==> src/include/sram_params.svh <==
`ifndef SRAM_PARAMS_SVH
`define SRAM_PARAMS_SVH

// Byte address bits the memory decodes, 32 KB
`define SRAM_ADDR_W 15

// Port data width
`define SRAM_BUS_W 32

// Interleaved banks and the address bits that pick one
`define SRAM_NUM_BANKS 4
`define SRAM_BANK_SEL_W 2

// Byte offset inside a word
`define SRAM_OFF_W 2
`define SRAM_BE_W (`SRAM_BUS_W / 8)

// Word address left for each bank after offset and bank select
`define SRAM_BANK_ADDR_W (`SRAM_ADDR_W - `SRAM_OFF_W - `SRAM_BANK_SEL_W)

`endif

==> src/verilog/sram_pkg.sv <==
`default_nettype none
`include "sram_params.svh"

package sram_pkg;

    // Access size as the CPU encodes it
    typedef enum logic [1:0] {
        SIZE_BYTE = 2'b00,
        SIZE_HALF = 2'b01,
        SIZE_WORD = 2'b10
    } size_e;

    // One access offered on the data port
    typedef struct packed {
        logic                   stb;
        logic                   we;
        size_e                  size;
        // Full byte address, upper bits checked for range
        logic [`SRAM_BUS_W-1:0] addr;
        logic [`SRAM_BUS_W-1:0] wdata;
    } bus_req_t;

    // Port response, one per accepted access
    typedef struct packed {
        logic                   ack;
        logic                   err;
        logic [`SRAM_BUS_W-1:0] rdata;
    } bus_rsp_t;

    // Request into a single bank
    typedef struct packed {
        logic                         valid;
        logic                         we;
        logic [`SRAM_BE_W-1:0]        be;
        logic [`SRAM_BANK_ADDR_W-1:0] addr;
        // Already shifted into its byte lanes
        logic [`SRAM_BUS_W-1:0]       wdata;
    } bank_req_t;

    // Registered bank output
    typedef struct packed {
        logic                   valid;
        logic [`SRAM_BUS_W-1:0] rdata;
    } bank_rsp_t;

    // Access state carried alongside the bank pipeline
    typedef struct packed {
        logic                        valid;
        logic                        err;
        logic                        we;
        size_e                       size;
        logic [`SRAM_BANK_SEL_W-1:0] bank;
        logic [`SRAM_OFF_W-1:0]      offset;
    } rsp_tag_t;

endpackage

`default_nettype wire

==> src/verilog/sram_req_decode.sv <==
`timescale 1ns/10ps
`default_nettype none
`include "sram_params.svh"

module sram_req_decode (
    input  wire logic                clk,
    input  wire logic                rst_n,
    input  wire sram_pkg::bus_req_t  req,
    output      sram_pkg::bank_req_t bank_req [`SRAM_NUM_BANKS],
    output      sram_pkg::rsp_tag_t  tag
);

    logic [`SRAM_OFF_W-1:0]       offset;
    logic [`SRAM_BANK_SEL_W-1:0]  bank_sel;
    logic [`SRAM_BANK_ADDR_W-1:0] word_addr;
    logic                         out_of_range;
    logic                         misaligned;
    logic                         err;
    logic [`SRAM_BE_W-1:0]        be;
    logic [`SRAM_BUS_W-1:0]       wdata_lane;
    logic [`SRAM_NUM_BANKS-1:0]   bank_hit;

    // Registered bank valids, one per bank
    logic [`SRAM_NUM_BANKS-1:0]   bank_valid_q;
    // Payload shared by all banks
    logic                         we_q;
    logic [`SRAM_BE_W-1:0]        be_q;
    logic [`SRAM_BANK_ADDR_W-1:0] addr_q;
    logic [`SRAM_BUS_W-1:0]       wdata_q;
    sram_pkg::rsp_tag_t           tag_q;

    ////////////////////
    // Address split
    ////////////////////

    // Low word bits interleave across banks
    assign offset    = req.addr[`SRAM_OFF_W-1:0];
    assign bank_sel  = req.addr[`SRAM_OFF_W +: `SRAM_BANK_SEL_W];
    assign word_addr = req.addr[`SRAM_OFF_W + `SRAM_BANK_SEL_W +: `SRAM_BANK_ADDR_W];

    // Anything above the decoded space
    assign out_of_range = |req.addr[`SRAM_BUS_W-1:`SRAM_ADDR_W];

    ////////////////////
    // Size handling
    ////////////////////

    always_comb begin
        case (req.size)
            sram_pkg::SIZE_BYTE: begin
                misaligned = 1'b0;
                be         = `SRAM_BE_W'(4'b0001) << offset;
            end
            sram_pkg::SIZE_HALF: begin
                misaligned = offset[0];
                be         = `SRAM_BE_W'(4'b0011) << offset;
            end
            sram_pkg::SIZE_WORD: begin
                misaligned = offset != '0;
                be         = '1;
            end
            default: begin
                // Reserved size code, rejected like a bad alignment
                misaligned = 1'b1;
                be         = '0;
            end
        endcase
    end

    assign err = out_of_range || misaligned;

    // Move store data up to its byte lanes
    assign wdata_lane = req.wdata << {offset, 3'b000};

    // One-hot bank select, empty on error or idle
    assign bank_hit = (req.stb && !err)
                    ? (`SRAM_NUM_BANKS'(1) << bank_sel)
                    : '0;

    ////////////////////
    // Pipeline register
    ////////////////////

    always_ff @(posedge clk) begin
        if (!rst_n) begin
            bank_valid_q <= '0;
            tag_q        <= '0;
        end else begin
            bank_valid_q <= bank_hit;
            tag_q        <= '{valid: req.stb, err: err, we: req.we, size: req.size,
                              bank: bank_sel, offset: offset};
        end
    end

    // Data path, loaded every cycle
    always_ff @(posedge clk) begin
        we_q    <= req.we;
        be_q    <= be;
        addr_q  <= word_addr;
        wdata_q <= wdata_lane;
    end

    always_comb begin
        for (int b = 0; b < `SRAM_NUM_BANKS; b++) begin
            bank_req[b] = '{valid: bank_valid_q[b], we: we_q, be: be_q,
                            addr: addr_q, wdata: wdata_q};
        end
    end

    assign tag = tag_q;

    // Single bank per access
    a_one_bank: assert property (
        @(posedge clk) disable iff (!rst_n) $onehot0(bank_valid_q)
    );

    // Every bank access has a tag to finish it
    a_tag_with_bank: assert property (
        @(posedge clk) disable iff (!rst_n) |bank_valid_q |-> tag.valid && !tag.err
    );

endmodule

`default_nettype wire

==> config.mk <==
export PLATFORM = sky130hd
export DESIGN_NAME = sram_req_decode
export DESIGN_NICKNAME = d
export VERILOG_FILES = /design/src/verilog/sram_pkg.sv /design/src/verilog/sram_req_decode.sv
export VERILOG_INCLUDE_DIRS = /design/src /design/src/include
export SDC_FILE = /design/constraint.sdc
export NUM_CORES = 1
export LEC_CHECK = 0
export BUFFER_PORTS_ARGS = -buffer_cell sky130_fd_sc_hd__buf_4
export CAP_MARGIN = 0
export CORE_AREA = 2 2 106 108
export DETAILED_ROUTE_END_ITERATION = 8
export DIE_AREA = 0 0 108 110
export GPL_TIMING_DRIVEN = 0
export HOLD_SLACK_MARGIN = 0.1
export PLACE_DENSITY_LB_ADDON = 0.3
export SETUP_SLACK_MARGIN = 0.15
export SLEW_MARGIN = 40
export SYNTH_ARGS = -nofsm -noshare
export SYNTH_HDL_FRONTEND = slang
export SYNTH_SLANG_ARGS = --single-unit
export TNS_END_PERCENT = 50
==> constraint.sdc <==
create_clock -name clk -period 1 [get_ports clk]
set_input_delay 0.1 -clock clk [delete_from_list [all_inputs] [get_ports clk]]
set_output_delay 0.1 -clock clk [all_outputs]
set_load 0.02 [all_outputs]
==> results of run 1 <==
-- worst max path at each step --
| stage | startpoint | end | slack, ns | cells past startpoint |
|---|---|---|---|---|
| after floorplan | req[49] | tag[7] | 0.14 | 3 |
| after global placement | req[33] | wdata_q[5] | -0.23 | 4 |
| after detailed placement | req[33] | wdata_q[0] | -0.28 | 4 |
| after CTS | wdata_q[24] | bank_req[171] | -0.06 | 2 |
| after global routing | we_q | bank_req[47] | -0.08 | 2 |
| final | wdata_q[24] | bank_req[73] | -0.04 | 2 |
-- through the flow --
step | std cells | cell area [um2]
final | 802 | 7480
after global routing | 802 | 7480
after CTS | 800 | 7070
after detailed placement | 743 | 5380
after global placement | 743 | 5380
after floorplan | 331 | 3160
-- cells by family after synthesis --
kind of cell / after synthesis / synth area share
XOR/XNOR: 1 / 0.00280
AND/OR/NAND/NOR: 61 / 0.113
flip-flops: 61 / 0.391
multiplexers: 17 / 0.0544
AO/OA/AOI/OAI: 32 / 0.0664
buffers and inverters: 159 / 0.373
-- cell usage after synthesis, types with 5 or more instances --
cell type	n
buf_4	149
dfxtp_1	61
mux2i_1	17
and2_1	15
nor2_1	13
nand2_1	10
nor2b_1	10
a21oi_1	9
o21ai_0	9
a211oi_1	8
buf_2	7
nor3_1	5
-- flip-flops by register name (all words and copies together), names as in the netlist --
signal	count
tag	9
bank_valid_q	4
be_q	4
we_q	1
wdata_q	32
addr_q	11
-- cell usage in the layout, fill, tap and decap left out, types with 3 or more instances in the layout --
master,n
o21ai_1,8
a211oi_2,8
dfxtp_4,46
nand2_1,10
mux2i_4,4
nor2b_1,10
clkbuf_8,11
buf_4,120
buf_6,305
dfxtp_2,15
buf_2,5
dlygate4sd3_1,30
nor2_1,12
mux2i_1,12
dlymetal6s4s_1,8
nor3_1,3
and2_1,15
a21oi_1,8
-- per-layer routing --
metal,GRT usage,part of all wire,up-vias
met2,0.416,0.58,169
li1,-,-,1579
met5,0,0,-
met4,0.0778,0.021,0
met1,0.190,0.33,1616
met3,0.0417,0.067,24
-- worst max-delay path, cell delays in order (launching register included) --
cell     delay (ns)
dfxtp_4        0.38
buf_6          0.12
buf_6          0.12
-- final cells by class --
type | count | share of cell area
Inverter | 2 | 0.00100
Multi-Input combinational cell | 111 | 0.116
Clock inverter | 4 | 0.00936
Sequential cell | 61 | 0.189
Antenna cell | 1 | 0.000334
Timing Repair Buffer | 314 | 0.411
Clock buffer | 12 | 0.0207
Tap cell | 140 | 0.0234
Buffer | 157 | 0.229
-- power by group --
| group | internal [mW] | total, mW | switching, mW |
|---|---|---|---|
| sequential | 2.57 | 2.81 | 0.245 |
| combinational | 2.06 | 3.53 | 1.47 |
| clock | 1.53 | 2.50 | 0.962 |
| total | 6.16 | 8.84 | 2.68 |
-- repair_timing --
| action | CTS | global route |
|---|---|---|
| cloned | 0 | 0 |
| pin swaps | 0 | 4 |
| resized for setup | 324 | 128 |
| endpoints found under the hold margin | 61 | 7 |
| hold buffers | 41 | 1 |
| setup endpoints to repair | 213 | 231 |
==> metrics, run 1 <==
Achievable Freq 960 MHz; largest net degree at the start of global routing 11; root buf cell clkbuf_8; failing checks negative hold slack, negative setup slack; Critical Path Source Type register; setup TNS -2.86 ns; Routed Antenna Nets 0; EDFF count, synth 0; vias in the first global route 3343; hold_ws -0.0164 ns; routed len/inst 17.2 um; Initial Util 0.292; CTS tree done; Yosys top cell by area dfxtp_1; P_leak 3.65 nW; Hold EP be_q[0]; Hold Crit Start req[65]; crit path kind register to output port; Post-Place Setup Slack -0.278 ns; Final period util 1.04; min cycle time layout 1.04 ns; # rows 38; Cell Area, Synth 3130 um2; I/O pin count 275; Die Wd 108 um; share of layout cells above drive strength 1 0.805; routed wire length 13800 um; die area 11900 um2; final setup fails 145; max cap viols 0; DP Wirelength 7990 um; final core utilization 0.699; RSZ-0062 raised after global routing yes; final worst slack -0.0417 ns; clock transition at the registers of the reported paths 0.07 ns; top_reg_cell synth dfxtp_1; final max-slew violation count 0; Multi-input gate area 867 um2; Sequential cell area 1410 um2; worst slew margin relative to its limit 0.557; first-pass GRT wire length 17900 um; area share of the largest cell type after synthesis 0.391; asr flop ratio synth 0; CP arrival 0.94 ns; core footprint 10700 um2; yosys warns 0; Post-Synthesis Cells 331; run status finished, violations left; First DRT Iteration DRCs 107; hold path depth 2; library cells used by synthesis 25; Vias/cell 4.22; GRT Total Usage 0.201; Critical Path RT 0.90 ns; fillcell total 730; Clock Tree Buf Depth 2; clk sink count 61; Min-Delay Path Class input port to register; Routability Congestion 0.753; initial antenna violation count 1; H-tree levels 3; CTS Buf Count 9; GRT overflow 0; Synth Area per Inst 9.45 um2; sequential share of the synthesized area 0.391; CP Max Fanout 4; First-pass DRT Iterations 4; Final nets 726; die height 110 um; largest cells by area after synthesis dfxtp_1 (39%), buf_4 (36%), mux2i_1 (5.4%), and2_1 (3.0%), nor2b_1 (2.0%); net count after synthesis 401; Power, Total 8.84 mW; Worst Max-Slew Pin Slew 0.665 ns; Buffers on Ports 272; critical path capture point type output port; routed vias 3388; IR drop worst, VDD 0.666 mV; Area Overhead vs Synth 139%; Hold Vio Cnt, Final 2; # DRC 0; synthesis-stage register bit count 61; # Post-CTS Setup Buffers 0; pwr/cell area 1180 nW/um2
No activity file was read; power rests on OpenSTA's default activity.
==> run 2, diff against run 1 <==
--- a/config.mk
+++ b/config.mk
@@ -8,9 +8,9 @@
 export LEC_CHECK = 0
 export BUFFER_PORTS_ARGS = -buffer_cell sky130_fd_sc_hd__buf_4
 export CAP_MARGIN = 0
-export CORE_AREA = 2 2 106 108
+export CORE_AREA = 2 2 108 110
 export DETAILED_ROUTE_END_ITERATION = 8
-export DIE_AREA = 0 0 108 110
+export DIE_AREA = 0 0 110 112
 export GPL_TIMING_DRIVEN = 0
 export HOLD_SLACK_MARGIN = 0.1
 export PLACE_DENSITY_LB_ADDON = 0.3
==> constraint.sdc (replaced) <==
create_clock -name clk -period 1.3 [get_ports clk]
set_input_delay 0.13 -clock clk [delete_from_list [all_inputs] [get_ports clk]]
set_output_delay 0.13 -clock clk [all_outputs]
set_load 0.02 [all_outputs]
==> run 2 against run 1 <==
Compared with the run above:
- the flow now finishes without violations
- utilization shrank 16 points
- clock power grew 19%
- first-iteration DRC count shrank 19%
- critical path depth is the same
- global-route usage shrank 3.7 points
- die area grew 3.7%
- via count shrank 7.2%
- largest cell class unchanged
==> metrics, run 2 (synthesis results as in run 1) <==
Slowest Stage Delay on Critical Path 0.39 ns (about the same); Post-Place Setup Slack -0.0601 ns (+0.218 ns); First DRT Iteration DRCs 87 (-19%); critical path capture point type output port; Critical Path RT 1.17 ns (+0.27 ns); routed len/inst 13.3 um (-22%); # DRC 0 (unchanged); Area Overhead vs Synth 94.1%; Die Wd 110 um (+1.9%); number of flip-flops in the largest register 32 (unchanged); crit-path most repeated cell buf_4; final setup fails 0 (-100%); clock transition at the registers of the reported paths 0.05 ns (-0.02 ns); DP Wirelength 8150 um (+1.9%); First-pass DRT Iterations 4 (unchanged); core footprint 11200 um2 (+4.5%); crit path kind register to output port; pwr/cell area 1190 nW/um2 (+0.49%); critical-path cell list buf_4 -> buf_4; CTS Buf Count 9 (unchanged); commonest non-fill, non-tap cell in the layout buf_4; Final nets 718 (-1.1%); placed cell count 746 (+0.40%); Buffers on Ports 272 (unchanged); P_leak 3.23 nW (-12%); final worst slack 0.193 ns (+0.234 ns); slowest CP cell dfxtp_1; I/O pin count 275 (unchanged); clk sink count 61 (unchanged); max cap viols 0 (unchanged); share of layout cells above drive strength 1 0.700 (-0.105); routed vias 3144 (-7.2%); initial antenna violation count 0 (-1); Final period util 0.852; Routed Antenna Nets 0 (unchanged); first-pass GRT wire length 15100 um (-15%); IR drop worst, VDD 0.556 mV (-16%); vias in the first global route 2924 (-13%); H-tree levels 3 (unchanged); Power, Total 7.21 mW (-18%); Hold Vio Cnt, Final 0 (-2); CP arrival 0.98 ns (+0.04 ns); CTS tree done; Initial Util 0.280 (-0.0125); Vias/cell 3.95 (-6.5%); root buf cell clkbuf_16; die area 12300 um2 (+3.7%); largest net degree at the start of global routing 12 (+1); Final Non-Filler Cells 796 (-0.75%); fillcell total 1002 (+37%); Worst Max-Slew Pin Slew 0.789 ns (+0.124 ns); Clock Tree Buf Depth 2 (unchanged); Min-Delay Path Class input port to register; worst slew margin relative to its limit 0.472 (-0.0844); GRT Total Usage 0.164 (-0.0368); RSZ-0062 raised after global routing yes; ANT cells 0 (-1); CP Max Fanout 4 (unchanged); Critical Path Source Type register; Achievable Freq 903 MHz; run status finished, final reports clean; GRT overflow 0 (unchanged); final max-slew violation count 0 (unchanged); min cycle time layout 1.11 ns; Routability Congestion 0.794 (+5.3%); # rows 39 (+2.6%); die height 112 um (+1.8%); most frequent cells in the layout buf_4 (421), dfxtp_1 (54), dlygate4sd3_1 (34), mux2i_1 (17), and2_1 (15); routed wire length 10600 um (-23%); Most flops, register wdata_q
-- run 2: changes by cell type in the layout (fill, tap and decap cells not counted), sizes merged --
cell	previous run	this run
dlymetal6s4s	8	0
buf	431	428
bufinv	2	4
dlygate4sd3	30	34
diode	1	0
clkbuf	14	11
-- run 2: metrics by stage --
step / cell area, um2 / hold slack (ns) / util / TNS, ns
after floorplan: 3130 / 0.158 / - / 0
after global placement: 5350 / 0.235 / 0.479 / -0.594
after detailed placement: 5350 / 0.236 / 0.479 / -0.420
after CTS: 6060 / 0.101 / 0.542 / 0
after global routing: 6070 / 0.112 / 0.543 / 0
final: 6070 / 0.112 / 0.543 / 0
-- run 2: worst paths after layout --
path / depth (start not counted) / end / from / slack, ns
max: 2 / bank_req[143] / be_q[2] / 0.19
min: 2 / be_q[3] / req[64] / 0.11
-- run 2: power breakdown --
part           switching (mW)  internal [mW]
Sequential              0.122           2.00
Combinational           0.979           1.14
Clock                   0.848           2.12
-- run 2: per-layer routing --
| metal | up-vias | GRT usage | routed length, um |
|---|---|---|---|
| met4 | 0 | 0.0506 | 150 |
| met5 | - | 0 | 0 |
| met1 | 1432 | 0.179 | 3820 |
| met3 | 11 | 0.0492 | 906 |
| met2 | 147 | 0.297 | 5710 |
| li1 | 1554 | - | - |
-- run 2: layout make-up --
| class | count | area (um2) | share of cell area |
|---|---|---|---|
| repair buffers | 306 | 2380 | 0.392 |
| multi-input cells | 111 | 741 | 0.122 |
| clock buffers | 10 | 239 | 0.0394 |
| flip-flops and latches | 61 | 1230 | 0.203 |
| plain buffers | 157 | 1160 | 0.191 |
| well taps | 143 | 179 | 0.0295 |
| inverters | 2 | 7.51 | 0.00124 |
| clock inverters | 6 | 134 | 0.0221 |
-- run 2: timing repair --
item / 4_1_cts / 5_1_grt
gates resized for setup: 1 / 6
hold buffers: 34 / 0
setup buffers: 0 / 0
setup endpoints to repair: 7 / 31
hold endpoints to repair: 55 / 0
-- run 2: critical path, delay by kind of cell (launching register included) --
family   cells  cell delay, ns
flops        1            0.39
buf+inv      2            0.27
==> run 3, diff against run 2 <==
--- a/config.mk
+++ b/config.mk
@@ -8,9 +8,10 @@
 export LEC_CHECK = 0
 export BUFFER_PORTS_ARGS = -buffer_cell sky130_fd_sc_hd__buf_4
 export CAP_MARGIN = 0
-export CORE_AREA = 2 2 108 110
+export CELL_PAD_IN_SITES_DETAIL_PLACEMENT = 2
+export CELL_PAD_IN_SITES_GLOBAL_PLACEMENT = 2
+export CORE_UTILIZATION = 21
 export DETAILED_ROUTE_END_ITERATION = 8
-export DIE_AREA = 0 0 110 112
 export GPL_TIMING_DRIVEN = 0
 export HOLD_SLACK_MARGIN = 0.1
 export PLACE_DENSITY_LB_ADDON = 0.3
==> run 3 against run 2 <==
Compared with the run above:
- non-clock buffer count stayed put
- maximum frequency is 0.93% lower
- highest routed layer unchanged
- die area is 25% higher
- wire length is 24% higher
- critical path depth stayed put
- sequential power hardly changed
- global-route usage hardly changed
- largest cell class unchanged
- utilization is 13 points lower
- critical endpoint is now bank_req[122]
==> metrics, run 3 (synthesis results as in run 1) <==
vias in the first global route 3411 (+17%); Routed Antenna Nets 0 (unchanged); Finished Cell Area 6060 um2 (-0.14%); placed cell count 787 (+5.5%); Critical Path Source Type register; Sequential cell area 1240 um2 (+0.92%); # rows 44 (+13%); Min-Delay Path Class input port to register; Area Overhead vs Synth 93.8%; CTS tree done; initial antenna violation count 0 (unchanged); I/O pin count 275 (unchanged); # DRC 0 (unchanged); Final nets 718 (unchanged); number of flip-flops in the largest register 32 (unchanged); GRT Total Usage 0.164 (+0.000288); CP Max Fanout 4 (unchanged); die height 124 um (+11%); root buf cell clkbuf_16; Final period util 0.860 (+0.00801); die area 15400 um2 (+25%); worst slew margin relative to its limit 0.535 (+0.0627); ANT cells 0 (unchanged); routed wire length 13200 um (+24%); GRT overflow 0 (unchanged); final setup fails 0 (unchanged); routed len/inst 15.7 um (+18%); Most flops, register wdata_q; clock transition at the registers of the reported paths 0.05 ns (about the same); min cycle time layout 1.12 ns (+0.0104 ns); clk sink count 61 (unchanged); pwr/cell area 1100 nW/um2 (-7.0%); crit path kind register to output port; Achievable Freq 895 MHz (-0.93%); Worst Max-Slew Pin Slew 0.695 ns (-0.0938 ns); core footprint 14500 um2 (+30%); P_leak 3.17 nW (-1.6%); Buffers on Ports 272 (unchanged); hold path depth 3 (+1); Initial Util 0.215 (-0.0647); RSZ-0062 raised after global routing yes; CP arrival 0.99 ns (about the same); First DRT Iteration DRCs 63 (-28%); Vias/cell 3.87 (-2.0%); Hold Vio Cnt, Final 0 (unchanged); share of layout cells above drive strength 1 0.714 (+0.0138); Area after DPL 5400 um2 (+0.96%); fillcell total 1611 (+61%); Multi-input gate area 741 um2 (unchanged); DP Wirelength 10300 um (+26%); max cap viols 0 (unchanged); Clock Tree Buf Depth 2 (unchanged); final core utilization 0.417 (-0.126); run status finished, final reports clean; first-pass GRT wire length 18800 um (+24%); most frequent cells in the layout buf_4 (421), dfxtp_1 (45), dlygate4sd3_1 (34), mux2i_1 (17), dfxtp_2 (16); First-pass DRT Iterations 4 (unchanged); CTS Buf Count 9 (unchanged); Routability Congestion 0.705 (-11%); routed vias 3241 (+3.1%); Die Wd 124 um (+13%); critical path capture point type output port; IR drop worst, VDD 0.577 mV (+3.7%); commonest non-fill, non-tap cell in the layout buf_4; largest net degree at the start of global routing 13 (+1); Final Non-Filler Cells 837 (+5.2%); Critical Path RT 1.17 ns (about the same); H-tree levels 3 (unchanged); final max-slew violation count 0 (unchanged)
run 3: cell count changes in the layout (fill, tap and decap cells not counted), sizes merged:
cell / before / now
bufinv: 4 / 1
clkinv: 2 / 1
clkbuf: 11 / 10
clkinvlp: 0 / 5
run 3: final timing paths:
check,startpoint,endpoint,slack [ns]
worst min-delay path,req[20],wdata_q[20],0.13
worst max-delay path,wdata_q[24],bank_req[122],0.18
run 3: metal layers:
| metal | up-vias | track usage | wire length (um) |
|---|---|---|---|
| li1 | 1558 | - | - |
| met1 | 1550 | 0.166 | 4570 |
| met2 | 126 | 0.330 | 7660 |
| met4 | 0 | 0.0335 | 89 |
| met3 | 7 | 0.0449 | 862 |
| met5 | - | 0 | 0 |
run 3: worst max-delay path: stages, from the launching register on:
cell,delay [ns]
dfxtp_1,0.40
buf_4,0.14
buf_4,0.13
run 3: repair_timing:
| item | CTS | global route |
|---|---|---|
| pin swaps | 0 | 0 |
| setup buffers | 0 | 0 |
| endpoints found under the hold margin | 49 | 0 |
| setup endpoints to repair | 9 | 59 |
| hold buffers | 34 | 0 |
| resized for setup | 2 | 14 |
run 3: power breakdown:
group / leakage, nW / internal, mW / total, mW / switching (mW)
clock network: 0.130 / 1.48 / 2.40 / 0.914
logic: 2.53 / 1.14 / 2.17 / 1.02
registers: 0.511 / 2.00 / 2.12 / 0.124
run 3: final cells by class:
type                            instances  share of cell area
Sequential cell                        61               0.205
Inverter                                2             0.00124
Timing Repair Buffer                  306               0.393
Multi-Input combinational cell        111               0.122
Tap cell                              184              0.0380
Buffer                                157               0.191
Clock inverter                          7              0.0126
Clock buffer                            9              0.0372
run 3: stage by stage:
step	setup TNS [ns]	setup slack, ns	power, mW	hold slack [ns]
3_5_place_dp	-0.285	-0.0504	4.25	0.236
6_report	0	0.182	6.69	0.126
3_3_place_gp	-0.311	-0.0462	4.20	0.235
4_1_cts	0	0.149	6.81	0.113
2_1_floorplan	0	0.384	3.28	0.158
5_1_grt	0	0.141	7.03	0.133
