## src/include/sram_params.svh

```systemverilog
`ifndef SRAM_PARAMS_SVH
`define SRAM_PARAMS_SVH

// Byte address bits the memory decodes, 32 KB
`define SRAM_ADDR_W 15

// Port data width
`define SRAM_BUS_W 32

// Interleaved banks and the address bits that pick one
`define SRAM_NUM_BANKS 4
`define SRAM_BANK_SEL_W 2

// Byte offset inside a word
`define SRAM_OFF_W 2
`define SRAM_BE_W (`SRAM_BUS_W / 8)

// Word address left for each bank after offset and bank select
`define SRAM_BANK_ADDR_W (`SRAM_ADDR_W - `SRAM_OFF_W - `SRAM_BANK_SEL_W)

`endif

```

## src/verilog/sram_pkg.sv

```systemverilog
`default_nettype none
`include "sram_params.svh"

package sram_pkg;

    // Access size as the CPU encodes it
    typedef enum logic [1:0] {
        SIZE_BYTE = 2'b00,
        SIZE_HALF = 2'b01,
        SIZE_WORD = 2'b10
    } size_e;

    // One access offered on the data port
    typedef struct packed {
        logic                   stb;
        logic                   we;
        size_e                  size;
        // Full byte address, upper bits checked for range
        logic [`SRAM_BUS_W-1:0] addr;
        logic [`SRAM_BUS_W-1:0] wdata;
    } bus_req_t;

    // Port response, one per accepted access
    typedef struct packed {
        logic                   ack;
        logic                   err;
        logic [`SRAM_BUS_W-1:0] rdata;
    } bus_rsp_t;

    // Request into a single bank
    typedef struct packed {
        logic                         valid;
        logic                         we;
        logic [`SRAM_BE_W-1:0]        be;
        logic [`SRAM_BANK_ADDR_W-1:0] addr;
        // Already shifted into its byte lanes
        logic [`SRAM_BUS_W-1:0]       wdata;
    } bank_req_t;

    // Registered bank output
    typedef struct packed {
        logic                   valid;
        logic [`SRAM_BUS_W-1:0] rdata;
    } bank_rsp_t;

    // Access state carried alongside the bank pipeline
    typedef struct packed {
        logic                        valid;
        logic                        err;
        logic                        we;
        size_e                       size;
        logic [`SRAM_BANK_SEL_W-1:0] bank;
        logic [`SRAM_OFF_W-1:0]      offset;
    } rsp_tag_t;

endpackage

`default_nettype wire

```

## src/verilog/sram_rsp_merge.sv

```systemverilog
`timescale 1ns/10ps
`default_nettype none
`include "sram_params.svh"

module sram_rsp_merge (
    input  wire logic                clk,
    input  wire logic                rst_n,
    input  wire sram_pkg::rsp_tag_t  tag,
    input  wire sram_pkg::bank_rsp_t bank_rsp [`SRAM_NUM_BANKS],
    output      sram_pkg::bus_rsp_t  rsp
);

    sram_pkg::rsp_tag_t         tag_q;
    logic [`SRAM_NUM_BANKS-1:0] bank_valid;
    logic [`SRAM_BUS_W-1:0]     word;
    logic [`SRAM_BUS_W-1:0]     shifted;
    logic [`SRAM_BUS_W-1:0]     size_mask;
    logic                       ack;
    logic                       load;

    ////////////////////
    // Tag delay
    ////////////////////

    // Lines the tag up with the bank read register
    always_ff @(posedge clk) begin
        if (!rst_n) begin
            tag_q <= '0;
        end else begin
            tag_q <= tag;
        end
    end

    ////////////////////
    // Load data
    ////////////////////

    always_comb begin
        for (int b = 0; b < `SRAM_NUM_BANKS; b++) begin
            bank_valid[b] = bank_rsp[b].valid;
        end
    end

    // Answering bank named by the tag
    assign word    = bank_rsp[tag_q.bank].rdata;
    // Right-align the addressed bytes
    assign shifted = word >> {tag_q.offset, 3'b000};

    // Mask above the access size gives zero extension
    always_comb begin
        case (tag_q.size)
            sram_pkg::SIZE_BYTE: size_mask = `SRAM_BUS_W'(8'hff);
            sram_pkg::SIZE_HALF: size_mask = `SRAM_BUS_W'(16'hffff);
            default:             size_mask = '1;
        endcase
    end

    assign ack  = tag_q.valid && !tag_q.err;
    assign load = ack && !tag_q.we;

    // Store and error responses carry zero data
    assign rsp = '{ack:   ack,
                   err:   tag_q.valid && tag_q.err,
                   rdata: load ? (shifted & size_mask) : '0};

    // Bank answers every good access on time
    a_bank_answers: assert property (
        @(posedge clk) disable iff (!rst_n) ack |-> bank_valid[tag_q.bank]
    );

    // Stray bank output means the pipelines drifted apart
    a_no_orphan: assert property (
        @(posedge clk) disable iff (!rst_n) |bank_valid |-> ack
    );

endmodule

`default_nettype wire
```

## config.mk

```make
export PLATFORM = sky130hd
export DESIGN_NAME = sram_rsp_merge
export DESIGN_NICKNAME = d
export VERILOG_FILES = /design/src/verilog/sram_pkg.sv /design/src/verilog/sram_rsp_merge.sv
export VERILOG_INCLUDE_DIRS = /design/src /design/src/include
export SDC_FILE = /design/constraint.sdc
export NUM_CORES = 1
export LEC_CHECK = 0
export ABC_AREA = 1
export BUFFER_PORTS_ARGS = -buffer_cell sky130_fd_sc_hd__buf_2
export CORE_ASPECT_RATIO = 0.6
export CORE_MARGIN = 2
export CORE_UTILIZATION = 33
export DETAILED_ROUTE_END_ITERATION = 16
export PLACE_DENSITY_LB_ADDON = 0.2
export SYNTH_ARGS = -nofsm -noshare
export SYNTH_HDL_FRONTEND = slang
export SYNTH_SLANG_ARGS = --single-unit
```

## constraint.sdc

```tcl
create_clock -name clk -period 1.6 [get_ports clk]
set_input_delay 0.32 -clock clk [delete_from_list [all_inputs] [get_ports clk]]
set_output_delay 0.32 -clock clk [all_outputs]
set_load 0.005 [all_outputs]
```

==> results of run 1 <==
[cells in the mapped netlist, drive strengths merged]
library cell	instances
clkbuf	5
a21oi	14
o21ai	18
nand2	188
dfxtp	9
nand3	93
buf	29
nor2	43
inv	24
nor3	9
[layer usage]
layer	GRT usage (%)	vias to the layer above	wire, um
met4	3.08	0	102
met1	34.2	1578	4190
met3	3.87	10	878
met5	0	-	0
met2	44.4	141	4620
li1	-	1739	-
[final cells by class]
class	instances	area, um2
timing repair buffer	207	1380
fill	605	2290
tap	84	105
clock buffer	3	41.3
timing repair inverter	2	36.3
multi-input combinational	365	1950
inverter	24	116
sequential	9	185
clock inverter	1	5.00
[stage by stage]
stage               setup WS, ns  total power, mW  instances  setup TNS, ns  utilization, %
finish                    -0.399             1.46        695          -9.11            62.5
global route              -0.450             1.57        695         -11.23            62.5
CTS                       -0.349             1.36        693          -8.31            57.6
detailed placement        -0.307            0.963        675          -4.33            49.3
global placement          -0.252            0.950        675          -3.33            49.3
floorplan                  0.186            0.667        432              0               -
[worst min path at each step]
| stage | from | end |
|---|---|---|
| after floorplan | tag[8] | tag_q[8] |
| after global placement | tag[8] | tag_q[8] |
| after detailed placement | tag[8] | tag_q[8] |
| after CTS | tag[8] | tag_q[8] |
| after global routing | tag[5] | tag_q[5] |
| final | tag[8] | tag_q[8] |
[report_power, final]
part           switching, mW  internal, mW
combinational          0.512         0.437
clock                 0.0899         0.170
sequential            0.0129         0.237
[worst max-delay path, cell delays in order, from the launching register on]
cell                      delay (ns)
sky130_fd_sc_hd__dfxtp_4        0.37
sky130_fd_sc_hd__buf_12         0.16
sky130_fd_sc_hd__buf_12         0.14
sky130_fd_sc_hd__buf_8          0.13
sky130_fd_sc_hd__nor2_4         0.07
sky130_fd_sc_hd__nor2_1         0.04
sky130_fd_sc_hd__o21ai_1        0.11
sky130_fd_sc_hd__nand3_1        0.11
sky130_fd_sc_hd__a21oi_1        0.13
sky130_fd_sc_hd__nor2_1         0.06
sky130_fd_sc_hd__buf_2          0.13
[kinds of logic (layout without fill, tap and decap cells)]
kind of cell | Yosys count | count (layout) | share of synthesized area [%]
AND/OR/NAND/NOR | 333 | 333 | 68.2
flip-flops | 9 | 9 | 8.67
buffers and inverters | 58 | 237 | 15.5
AO/OA/AOI/OAI | 32 | 32 | 7.71
[cells in the final DEF, fill, tap and decap left out, types with 2 or more instances in the layout]
cell type	n
sky130_fd_sc_hd__nand2_1	168
sky130_fd_sc_hd__nor2_2	5
sky130_fd_sc_hd__a21oi_2	11
sky130_fd_sc_hd__buf_16	4
sky130_fd_sc_hd__nor3_2	7
sky130_fd_sc_hd__a21oi_1	3
sky130_fd_sc_hd__o21ai_1	14
sky130_fd_sc_hd__buf_6	2
sky130_fd_sc_hd__clkbuf_8	3
sky130_fd_sc_hd__nand2_4	2
sky130_fd_sc_hd__nor3_4	2
sky130_fd_sc_hd__buf_4	16
sky130_fd_sc_hd__clkbuf_16	3
sky130_fd_sc_hd__o21ai_2	3
sky130_fd_sc_hd__nand3_1	54
sky130_fd_sc_hd__buf_2	172
sky130_fd_sc_hd__dfxtp_1	7
sky130_fd_sc_hd__nand3_2	38
sky130_fd_sc_hd__nand2_2	18
sky130_fd_sc_hd__buf_12	8
sky130_fd_sc_hd__inv_2	3
sky130_fd_sc_hd__inv_1	20
sky130_fd_sc_hd__buf_8	2
sky130_fd_sc_hd__nor2_1	34
sky130_fd_sc_hd__nor2_4	4
[what timing repair did]
| action | CTS | global route |
|---|---|---|
| setup buffers | 8 | 0 |
| resized for setup | 66 | 66 |
| cloned | 6 | 3 |
| hold buffers | 0 | 0 |
| pin swaps | 27 | 23 |
| endpoints found under the setup margin | 32 | 32 |
==> results by group, run 1 <==
Status
  • Status: finished with violations
  • Violations in the final reports: setup timing

Synthesis
  • Combined area of all synthesized cells: 2080 um2
  • Nets in the synthesized netlist: 575
  • Cell type with the largest total area after synthesis: sky130_fd_sc_hd__nand2_1
  • Share of the synthesized area in the top cell type: 34.0%
  • Dominant cells by area after synthesis: sky130_fd_sc_hd__nand2_1 (34%), sky130_fd_sc_hd__nand3_1 (22%), sky130_fd_sc_hd__dfxtp_1 (8.7%)
  • Netlist cell types: 22
  • Mean Syn Cell Area: 4.81 um2
  • Flops & latches, synth: 9
  • Gate count of the mapped netlist: 432
  • Number of warning messages in the yosys log: 0
  • Sequential fraction of the synthesis area: 8.67%

Die
  • Initial cell density of the core: 34.0%
  • Core region area: 6110 um2
  • Number of placement rows: 22
  • Floorplan die height: 65.5 um
  • DIE AREA: 6970 um2
  • I/O pin count: 177
  • Die W: 106 um

Clock network
  • Total number of H-tree levels: 1
  • Clk root buf: sky130_fd_sc_hd__clkbuf_8
  • CTS tree: done
  • Number of buffers created by CTS: 3
  • Clock sink total: 9
  • Clock-pin slew on the worst setup and hold paths: 0.05 ns
  • Buffer depth of the longest clock path: 2

Critical path
  • Critical Path Source Type: flop
  • CP required: 1.28 ns
  • Critical path origin: tag_q[2]
  • Data arrival time of the critical path: 1.68 ns
  • Critical path peak fanout: 5
  • Worst setup path endpoint: rsp[1]
  • Type of the setup path with the least slack: flop to output port
  • Nature of the critical path endpoint: output port

Placement
  • Routability Congestion: 0.859
  • Placed wire-length estimate after detailed placement: 6810 um
  • Port Buf Inserts: 172
  • Instance area at placement: 3010 um2

Routing
  • Number of nets with antenna violations after routing: 0
  • Vias: 3,468
  • Count of TritonRoute iterations in the first routing pass: 4
  • Residual DRC: 0
  • Detailed Route Iter0 Violations: 279
  • Via-to-Cell Ratio: 4.99
  • Detailed-route wire length per cell: 14.1 um
  • Final WL: 9790 um

STA
  • Remaining max-slew budget at the tightest pin: 80.6%
  • Worst Slack Setup Final: -0.399 ns
  • Setup-violating endpoint count in the final report: 32
  • Final Critical Period: 2.00 ns
  • Setup repair after global routing missed its margin: true
  • Worst-case hold slack: 0.270 ns
  • Number of max-slew violations in the final report: 0
  • Crit share post-route: 125%
  • FMAX: 500 MHz
  • Count of final hold-check violations: 0
  • Tightest Pin Transition: 0.291 ns

GRT
  • Wire length of the first global-routing pass: 14,200 um
  • All-layer global routing usage: 25.4%
  • Grt total ovfl: 0
  • Maximum number of pins on one net before global-route repair: 33
  • Number of antenna violations at the first check in global routing: 0
  • Number of global-route vias before repair: 3,088

Final layout
  • Layout Cell Area excl Fill: 3820 um2
  • Largest reg by FF count: tag_q
  • Antenna diode count: 0
  • Biggest registers after layout: tag_q x9
  • Nets@finish: 755
  • Proportion of layout cells with a drive suffix above 1: 50.7%
  • Number of flip-flops in the largest register: 9
  • Area growth from synthesis to layout: 83.9%

Power
  • Leakage power figure: 2.12 nW
  • Power Dens Cells: 382 nW/um2
  • Worst IR Drop VDD: 614 uV

Min path
  • Type of the tightest min-delay check: primary input to flop
  • Worst hold path depth: 3

Flow run
  • # Max-Cap Violations: 0
Power figures use the tool's default switching activity.
==> inputs of run 2 (changes only) <==
--- a/config.mk
+++ b/config.mk
@@ -10,7 +10,7 @@
 export BUFFER_PORTS_ARGS = -buffer_cell sky130_fd_sc_hd__buf_2
 export CORE_ASPECT_RATIO = 0.6
 export CORE_MARGIN = 2
-export CORE_UTILIZATION = 33
+export CORE_UTILIZATION = 39
 export DETAILED_ROUTE_END_ITERATION = 16
 export PLACE_DENSITY_LB_ADDON = 0.2
 export SYNTH_ARGS = -nofsm -noshare
==> run 2 against run 1 <==
  * The run still ends with setup timing left
  * Wire length down 1.8%
  * Highest routed layer unchanged
  * Sequential share of layout area up 0.24 points
  * Combinational power down 3.6%
  * Final cell count down 3.2%
  * Hold slack worse by 0.0016 ns
  * Die area down 15%
==> results by group, run 2 (synthesis results as in run 1) <==
Routing
  • Detailed Route Iter0 Violations: 271 (-2.9%)
  • Via-to-Cell Ratio: 5.19 (+4.1%)
  • Final WL: 9620 um (-1.8%)
  • Vias: 3,496 (+0.81%)
  • Detailed-route wire length per cell: 14.3 um (+1.4%)
  • Count of TritonRoute iterations in the first routing pass: 5 (+1)
  • Residual DRC: 0 (unchanged)
  • Number of nets with antenna violations after routing: 0 (unchanged)

STA
  • Setup-violating endpoint count in the final report: 32 (unchanged)
  • Setup total negative slack: -8.47 ns (+0.634 ns)
  • Number of max-slew violations in the final report: 0 (unchanged)
  • Remaining max-slew budget at the tightest pin: 75.7% (-4.9 points)
  • Crit share post-route: 124% (-1.4 points)
  • FMAX: 506 MHz (+1.1%)
  • Worst Slack Setup Final: -0.377 ns (+0.0222 ns)
  • Final Critical Period: 1.98 ns (-0.0222 ns)
  • Count of final hold-check violations: 0 (unchanged)
  • Tightest Pin Transition: 0.365 ns (+0.0736 ns)
  • Setup repair after global routing missed its margin: true

Die
  • Core region area: 5100 um2 (-16%)
  • Initial cell density of the core: 40.7% (+6.7 points)
  • I/O pin count: 177 (unchanged)
  • Die W: 98.2 um (-7.7%)
  • Floorplan die height: 60.5 um (-7.5%)
  • DIE AREA: 5950 um2 (-15%)
  • Number of placement rows: 20 (-9.1%)

Min path
  • Worst hold path depth: 3 (unchanged)
  • End point of the most critical hold path: tag_q[8]
  • Type of the tightest min-delay check: primary input to flop
  • Worst hold start: tag[8]

Final layout
  • Commonest cells after routing, fill and taps aside: sky130_fd_sc_hd__buf_2 (172), sky130_fd_sc_hd__nand2_1 (166), sky130_fd_sc_hd__nand3_1 (60)
  • Final core area utilization: 72.3% (+9.8 points)
  • Leading cell type in the layout, fill and taps excluded: sky130_fd_sc_hd__buf_2
  • Biggest registers after layout: tag_q x9
  • Antenna diode count: 0 (unchanged)
  • Area growth from synthesis to layout: 77.6%
  • Nets@finish: 751 (-0.53%)
  • Proportion of layout cells with a drive suffix above 1: 48.8% (-2.0 points)
  • Number of flip-flops in the largest register: 9 (unchanged)
  • Largest reg by FF count: tag_q

Status
  • Status: finished with violations
  • Violations in the final reports: setup timing

Critical path
  • Critical Path Source Type: flop
  • Critical path origin: tag_q[2]
  • Critical path peak fanout: 9 (+4)
  • Type of the setup path with the least slack: flop to output port
  • Data arrival time of the critical path: 1.66 ns (-0.02 ns)
  • CP required: 1.28 ns (about the same)
  • Nature of the critical path endpoint: output port

Clock network
  • Number of buffers created by CTS: 3 (unchanged)
  • Clk root buf: sky130_fd_sc_hd__clkbuf_8
  • Clock-pin slew on the worst setup and hold paths: 0.05 ns (about the same)
  • Buffer depth of the longest clock path: 2 (unchanged)
  • Number of hold buffers added after CTS: 0 (unchanged)
  • Clock sink total: 9 (unchanged)
  • Total number of H-tree levels: 1 (unchanged)
  • CTS tree: done

GRT
  • Number of global-route vias before repair: 3,056 (-1.0%)
  • Maximum number of pins on one net before global-route repair: 33 (unchanged)
  • Wire length of the first global-routing pass: 13,900 um (-1.8%)
  • Grt total ovfl: 0 (unchanged)
  • Number of antenna violations at the first check in global routing: 0 (unchanged)
  • All-layer global routing usage: 29.3% (+3.9 points)

Placement
  • Placed wire-length estimate after detailed placement: 6450 um (-5.2%)
  • Port Buf Inserts: 172 (unchanged)
  • Routability Congestion: 0.876 (+2.0%)

Power
  • Leakage power figure: 2.09 nW (-1.8%)
  • Power Dens Cells: 387 nW/um2 (+1.5%)
  • Worst IR Drop VDD: 520 uV (-15%)

Flow run
  • # Max-Cap Violations: 0 (unchanged)
==> run 2: timing repair <==
action | CTS | global route
endpoints found under the setup margin | 32 | 32
resized for setup | 64 | 35
setup buffers | 3 | 2
pin swaps | 23 | 22
cloned | 6 | 3
==> run 2: how the worst max path moves through the flow <==
| stage | cells after the start | end |
|---|---|---|
| 2_1_floorplan | 9 | rsp[6] |
| 3_3_place_gp | 8 | rsp[10] |
| 3_5_place_dp | 8 | rsp[10] |
| 4_1_cts | 11 | rsp[3] |
| 5_1_grt | 10 | rsp[14] |
| 6_report | 10 | rsp[14] |
==> run 2: power breakdown <==
group	switching, mW	leakage, nW	internal, mW	total [mW]
registers	0.0138	0.0764	0.238	0.251
clock network	0.0897	0.0228	0.174	0.263
logic	0.493	1.99	0.422	0.915
total	0.596	2.09	0.833	1.43
==> run 2: metal layers <==
| metal | wire length [um] | up-vias | track usage [%] |
|---|---|---|---|
| met5 | 0 | - | 0 |
| met3 | 1020 | 17 | 4.03 |
| met1 | 3910 | 1551 | 38.4 |
| li1 | - | 1732 | - |
| met4 | 144 | 0 | 6.46 |
| met2 | 4540 | 196 | 53.0 |
==> run 2: worst max-delay path, stage by stage, from the launching register on <==
cell                      delay (ns)
sky130_fd_sc_hd__dfxtp_4        0.43
sky130_fd_sc_hd__inv_8          0.08
sky130_fd_sc_hd__buf_12         0.14
sky130_fd_sc_hd__buf_4          0.13
sky130_fd_sc_hd__nand2_1        0.05
sky130_fd_sc_hd__nand3_1        0.07
sky130_fd_sc_hd__nand2_2        0.11
sky130_fd_sc_hd__nor2_1         0.05
sky130_fd_sc_hd__nor2_1         0.15
sky130_fd_sc_hd__nor2_1         0.08
sky130_fd_sc_hd__buf_2          0.13
==> run 2: metrics by stage <==
stage | std cells | setup slack (ns) | total power [mW] | hold WS [ns] | instance area [um2]
after detailed placement | 655 | -0.138 | 0.962 | 0.500 | 3010
after floorplan | 432 | 0.186 | 0.667 | 0.413 | 2080
after global placement | 655 | -0.0946 | 0.948 | 0.503 | 3010
final | 673 | -0.377 | 1.43 | 0.268 | 3690
after CTS | 668 | -0.286 | 1.34 | 0.264 | 3460
after global routing | 673 | -0.456 | 1.54 | 0.284 | 3690
==> run 2: final cells by class <==
| cell class | instances | area, um2 |
|---|---|---|
| Clock buffer | 4 | 45.0 |
| Fill cell | 472 | 1410 |
| Inverter | 24 | 97.6 |
| Multi-Input combinational cell | 365 | 1910 |
| Sequential cell | 9 | 188 |
| Tap cell | 66 | 82.6 |
| Timing Repair Buffer | 205 | 1370 |
==> inputs of run 3 (changes only) <==
--- a/config.mk
+++ b/config.mk
@@ -10,8 +10,10 @@
 export BUFFER_PORTS_ARGS = -buffer_cell sky130_fd_sc_hd__buf_2
 export CORE_ASPECT_RATIO = 0.6
 export CORE_MARGIN = 2
-export CORE_UTILIZATION = 39
+export CORE_UTILIZATION = 40
+export CTS_BUF_LIST = sky130_fd_sc_hd__clkbuf_8
 export DETAILED_ROUTE_END_ITERATION = 16
+export GPL_TIMING_DRIVEN = 0
 export PLACE_DENSITY_LB_ADDON = 0.2
 export SYNTH_ARGS = -nofsm -noshare
 export SYNTH_HDL_FRONTEND = slang
==> run 3 against run 2 <==
  * Global-route usage grew 0.26 points
  * Non-clock buffer count grew 14
  * Sequential cell count is the same
  * Critical path depth is the same
  * Sequential share of layout area shrank 0.15 points
  * The flow still finishes with violations (setup timing)
  * First-iteration DRC count shrank 23%
  * Clock-buffer cell count shrank 1
  * Hold slack gained 0.0025 ns
  * Core utilization grew 1.3 points
  * Total power shrank 0.88%
  * Wire length grew 2.7%
  * Largest cell class unchanged
  * Via count grew 4.9%
==> results by group, run 3 (synthesis results as in run 1) <==
Status
  • Status: finished with violations
  • Violations in the final reports: setup timing

Routing
  • Count of TritonRoute iterations in the first routing pass: 5 (unchanged)
  • Number of nets with antenna violations after routing: 0 (unchanged)
  • Vias: 3,668 (+4.9%)
  • Via-to-Cell Ratio: 5.33 (+2.6%)
  • Residual DRC: 0 (unchanged)
  • Detailed-route wire length per cell: 14.3 um (+0.41%)
  • Detailed Route Iter0 Violations: 210 (-23%)
  • Final WL: 9870 um (+2.7%)

STA
  • Tightest Pin Transition: 0.504 ns (+0.140 ns)
  • Setup repair after global routing missed its margin: true
  • Final Critical Period: 1.98 ns (+0.00467 ns)
  • Crit share post-route: 124% (+0.29 points)
  • Remaining max-slew budget at the tightest pin: 66.4% (-9.3 points)
  • Setup total negative slack: -8.92 ns (-0.444 ns)
  • Worst Slack Setup Final: -0.382 ns (-0.00467 ns)
  • FMAX: 505 MHz (-0.24%)
  • Worst-case hold slack: 0.271 ns (+0.00247 ns)
  • Setup-violating endpoint count in the final report: 32 (unchanged)
  • Count of final hold-check violations: 0 (unchanged)
  • Number of max-slew violations in the final report: 0 (unchanged)

Die
  • DIE AREA: 5810 um2 (-2.4%)
  • I/O pin count: 177 (unchanged)
  • Number of placement rows: 20 (unchanged)
  • Die W: 97.1 um (-1.2%)
  • Core region area: 5030 um2 (-1.5%)
  • Floorplan die height: 59.8 um (-1.2%)
  • Initial cell density of the core: 41.3% (+0.61 points)

Final layout
  • Biggest registers after layout: tag_q x9
  • Antenna diode count: 0 (unchanged)
  • Area growth from synthesis to layout: 78.1%
  • Leading cell type in the layout, fill and taps excluded: sky130_fd_sc_hd__buf_2
  • Largest reg by FF count: tag_q
  • Layout Cell Area excl Fill: 3700 um2 (+0.31%)
  • Filler Cell Count: 478 (+1.3%)
  • Commonest cells after routing, fill and taps aside: sky130_fd_sc_hd__buf_2 (175), sky130_fd_sc_hd__nand2_1 (174), sky130_fd_sc_hd__nand3_1 (54)
  • Number of flip-flops in the largest register: 9 (unchanged)
  • Nets@finish: 766 (+2.0%)
  • Proportion of layout cells with a drive suffix above 1: 49.7% (+0.91 points)
  • Number of cells in the finished layout apart from fillers: 688 (+2.2%)

Critical path
  • Data arrival time of the critical path: 1.66 ns (about the same)
  • Type of the setup path with the least slack: flop to output port
  • Critical path peak fanout: 8 (-1)
  • Critical Path Source Type: flop
  • CP required: 1.28 ns (about the same)
  • Nature of the critical path endpoint: output port

Clock network
  • Number of hold buffers added after CTS: 0 (unchanged)
  • CTS tree: done
  • Number of buffers created by CTS: 3 (unchanged)
  • Clock-pin slew on the worst setup and hold paths: 0.04 ns (about the same)
  • Clk root buf: sky130_fd_sc_hd__clkbuf_8
  • Clock sink total: 9 (unchanged)
  • Total number of H-tree levels: 1 (unchanged)
  • Buffer depth of the longest clock path: 2 (unchanged)

GRT
  • Wire length of the first global-routing pass: 13,900 um (-0.34%)
  • Number of antenna violations at the first check in global routing: 0 (unchanged)
  • All-layer global routing usage: 29.6% (+0.26 points)
  • Number of global-route vias before repair: 3,050 (-0.20%)
  • Maximum number of pins on one net before global-route repair: 11 (-67%)
  • Grt total ovfl: 0 (unchanged)

Power
  • Overall power of the completed layout: 1.42 mW (-0.88%)
  • Worst IR Drop VDD: 484 uV (-7.0%)
  • Leakage power figure: 2.11 nW (+1.0%)
  • Power Dens Cells: 383 nW/um2 (-1.2%)

Placement
  • Port Buf Inserts: 171 (-0.58%)
  • Routability Congestion: 0.916 (+4.5%)
  • Instance area at placement: 3020 um2 (+0.17%)
  • Number of cells in the design after placement: 669 (+2.1%)
  • Placed wire-length estimate after detailed placement: 7090 um (+9.8%)

Min path
  • Type of the tightest min-delay check: primary input to flop

Flow run
  • # Max-Cap Violations: 0 (unchanged)
[run 3: cell count changes in the layout (fill, tap and decap cells not counted), sizes merged]
cell,delta
clkinv,+1
buf,+9
clkbuf,+4
inv,+1
[run 3: layer usage]
metal / global-route usage, % / vias to the layer above / part of all wire [%]
li1: - / 1764 / -
met1: 40.8 / 1664 / 42
met2: 51.4 / 220 / 46
met3: 3.04 / 20 / 11
met4: 5.43 / 0 / 1.4
met5: 0 / - / 0
[run 3: worst paths after layout]
path / startpoint / endpoint / cells past startpoint
setup / recovery: tag_q[2] / rsp[9] / 10
hold / removal: tag[7] / tag_q[7] / 3
[run 3: timing repair]
| action | CTS | global route |
|---|---|---|
| setup endpoints to repair | 32 | 32 |
| setup buffers | 6 | 1 |
| gates cloned | 5 | 3 |
| resized for setup | 68 | 65 |
| pin swaps | 17 | 26 |
| endpoints found under the hold margin | 0 | 0 |
[run 3: layout make-up]
cell class	count	area (um2)	area share [%]
buffer	34	319	8.62
clock buffer	3	41.3	1.12
clock inverter	1	3.75	0.101
inverter	24	103	2.77
multi-input combinational	365	1910	51.7
sequential	9	183	4.93
tap	66	82.6	2.23
timing repair buffer	185	1050	28.3
timing repair inverter	1	8.76	0.237
[run 3: critical path, stage by stage, from the launching register on]
cell and delay (ns):
sky130_fd_sc_hd__dfxtp_2 0.32, sky130_fd_sc_hd__buf_12 0.15, sky130_fd_sc_hd__buf_12 0.15, sky130_fd_sc_hd__clkbuf_16 0.15, sky130_fd_sc_hd__nand2_1 0.07, sky130_fd_sc_hd__nand3_2 0.06
sky130_fd_sc_hd__nand2_2 0.11, sky130_fd_sc_hd__nor2_2 0.05, sky130_fd_sc_hd__nor2_2 0.18, sky130_fd_sc_hd__nor2_1 0.06, sky130_fd_sc_hd__buf_2 0.12
[run 3: metrics by stage]
stage | utilization, % | setup WS (ns)
global placement | 60.0 | -0.182
CTS | 66.9 | -0.306
finish | 73.6 | -0.382
floorplan | - | 0.186
detailed placement | 60.0 | -0.197
global route | 73.6 | -0.440
[run 3: power by group]
part	switching, mW	leakage, nW	internal (mW)
registers	0.00716	0.0755	0.238
logic	0.514	2.01	0.406
clock network	0.0854	0.0269	0.167
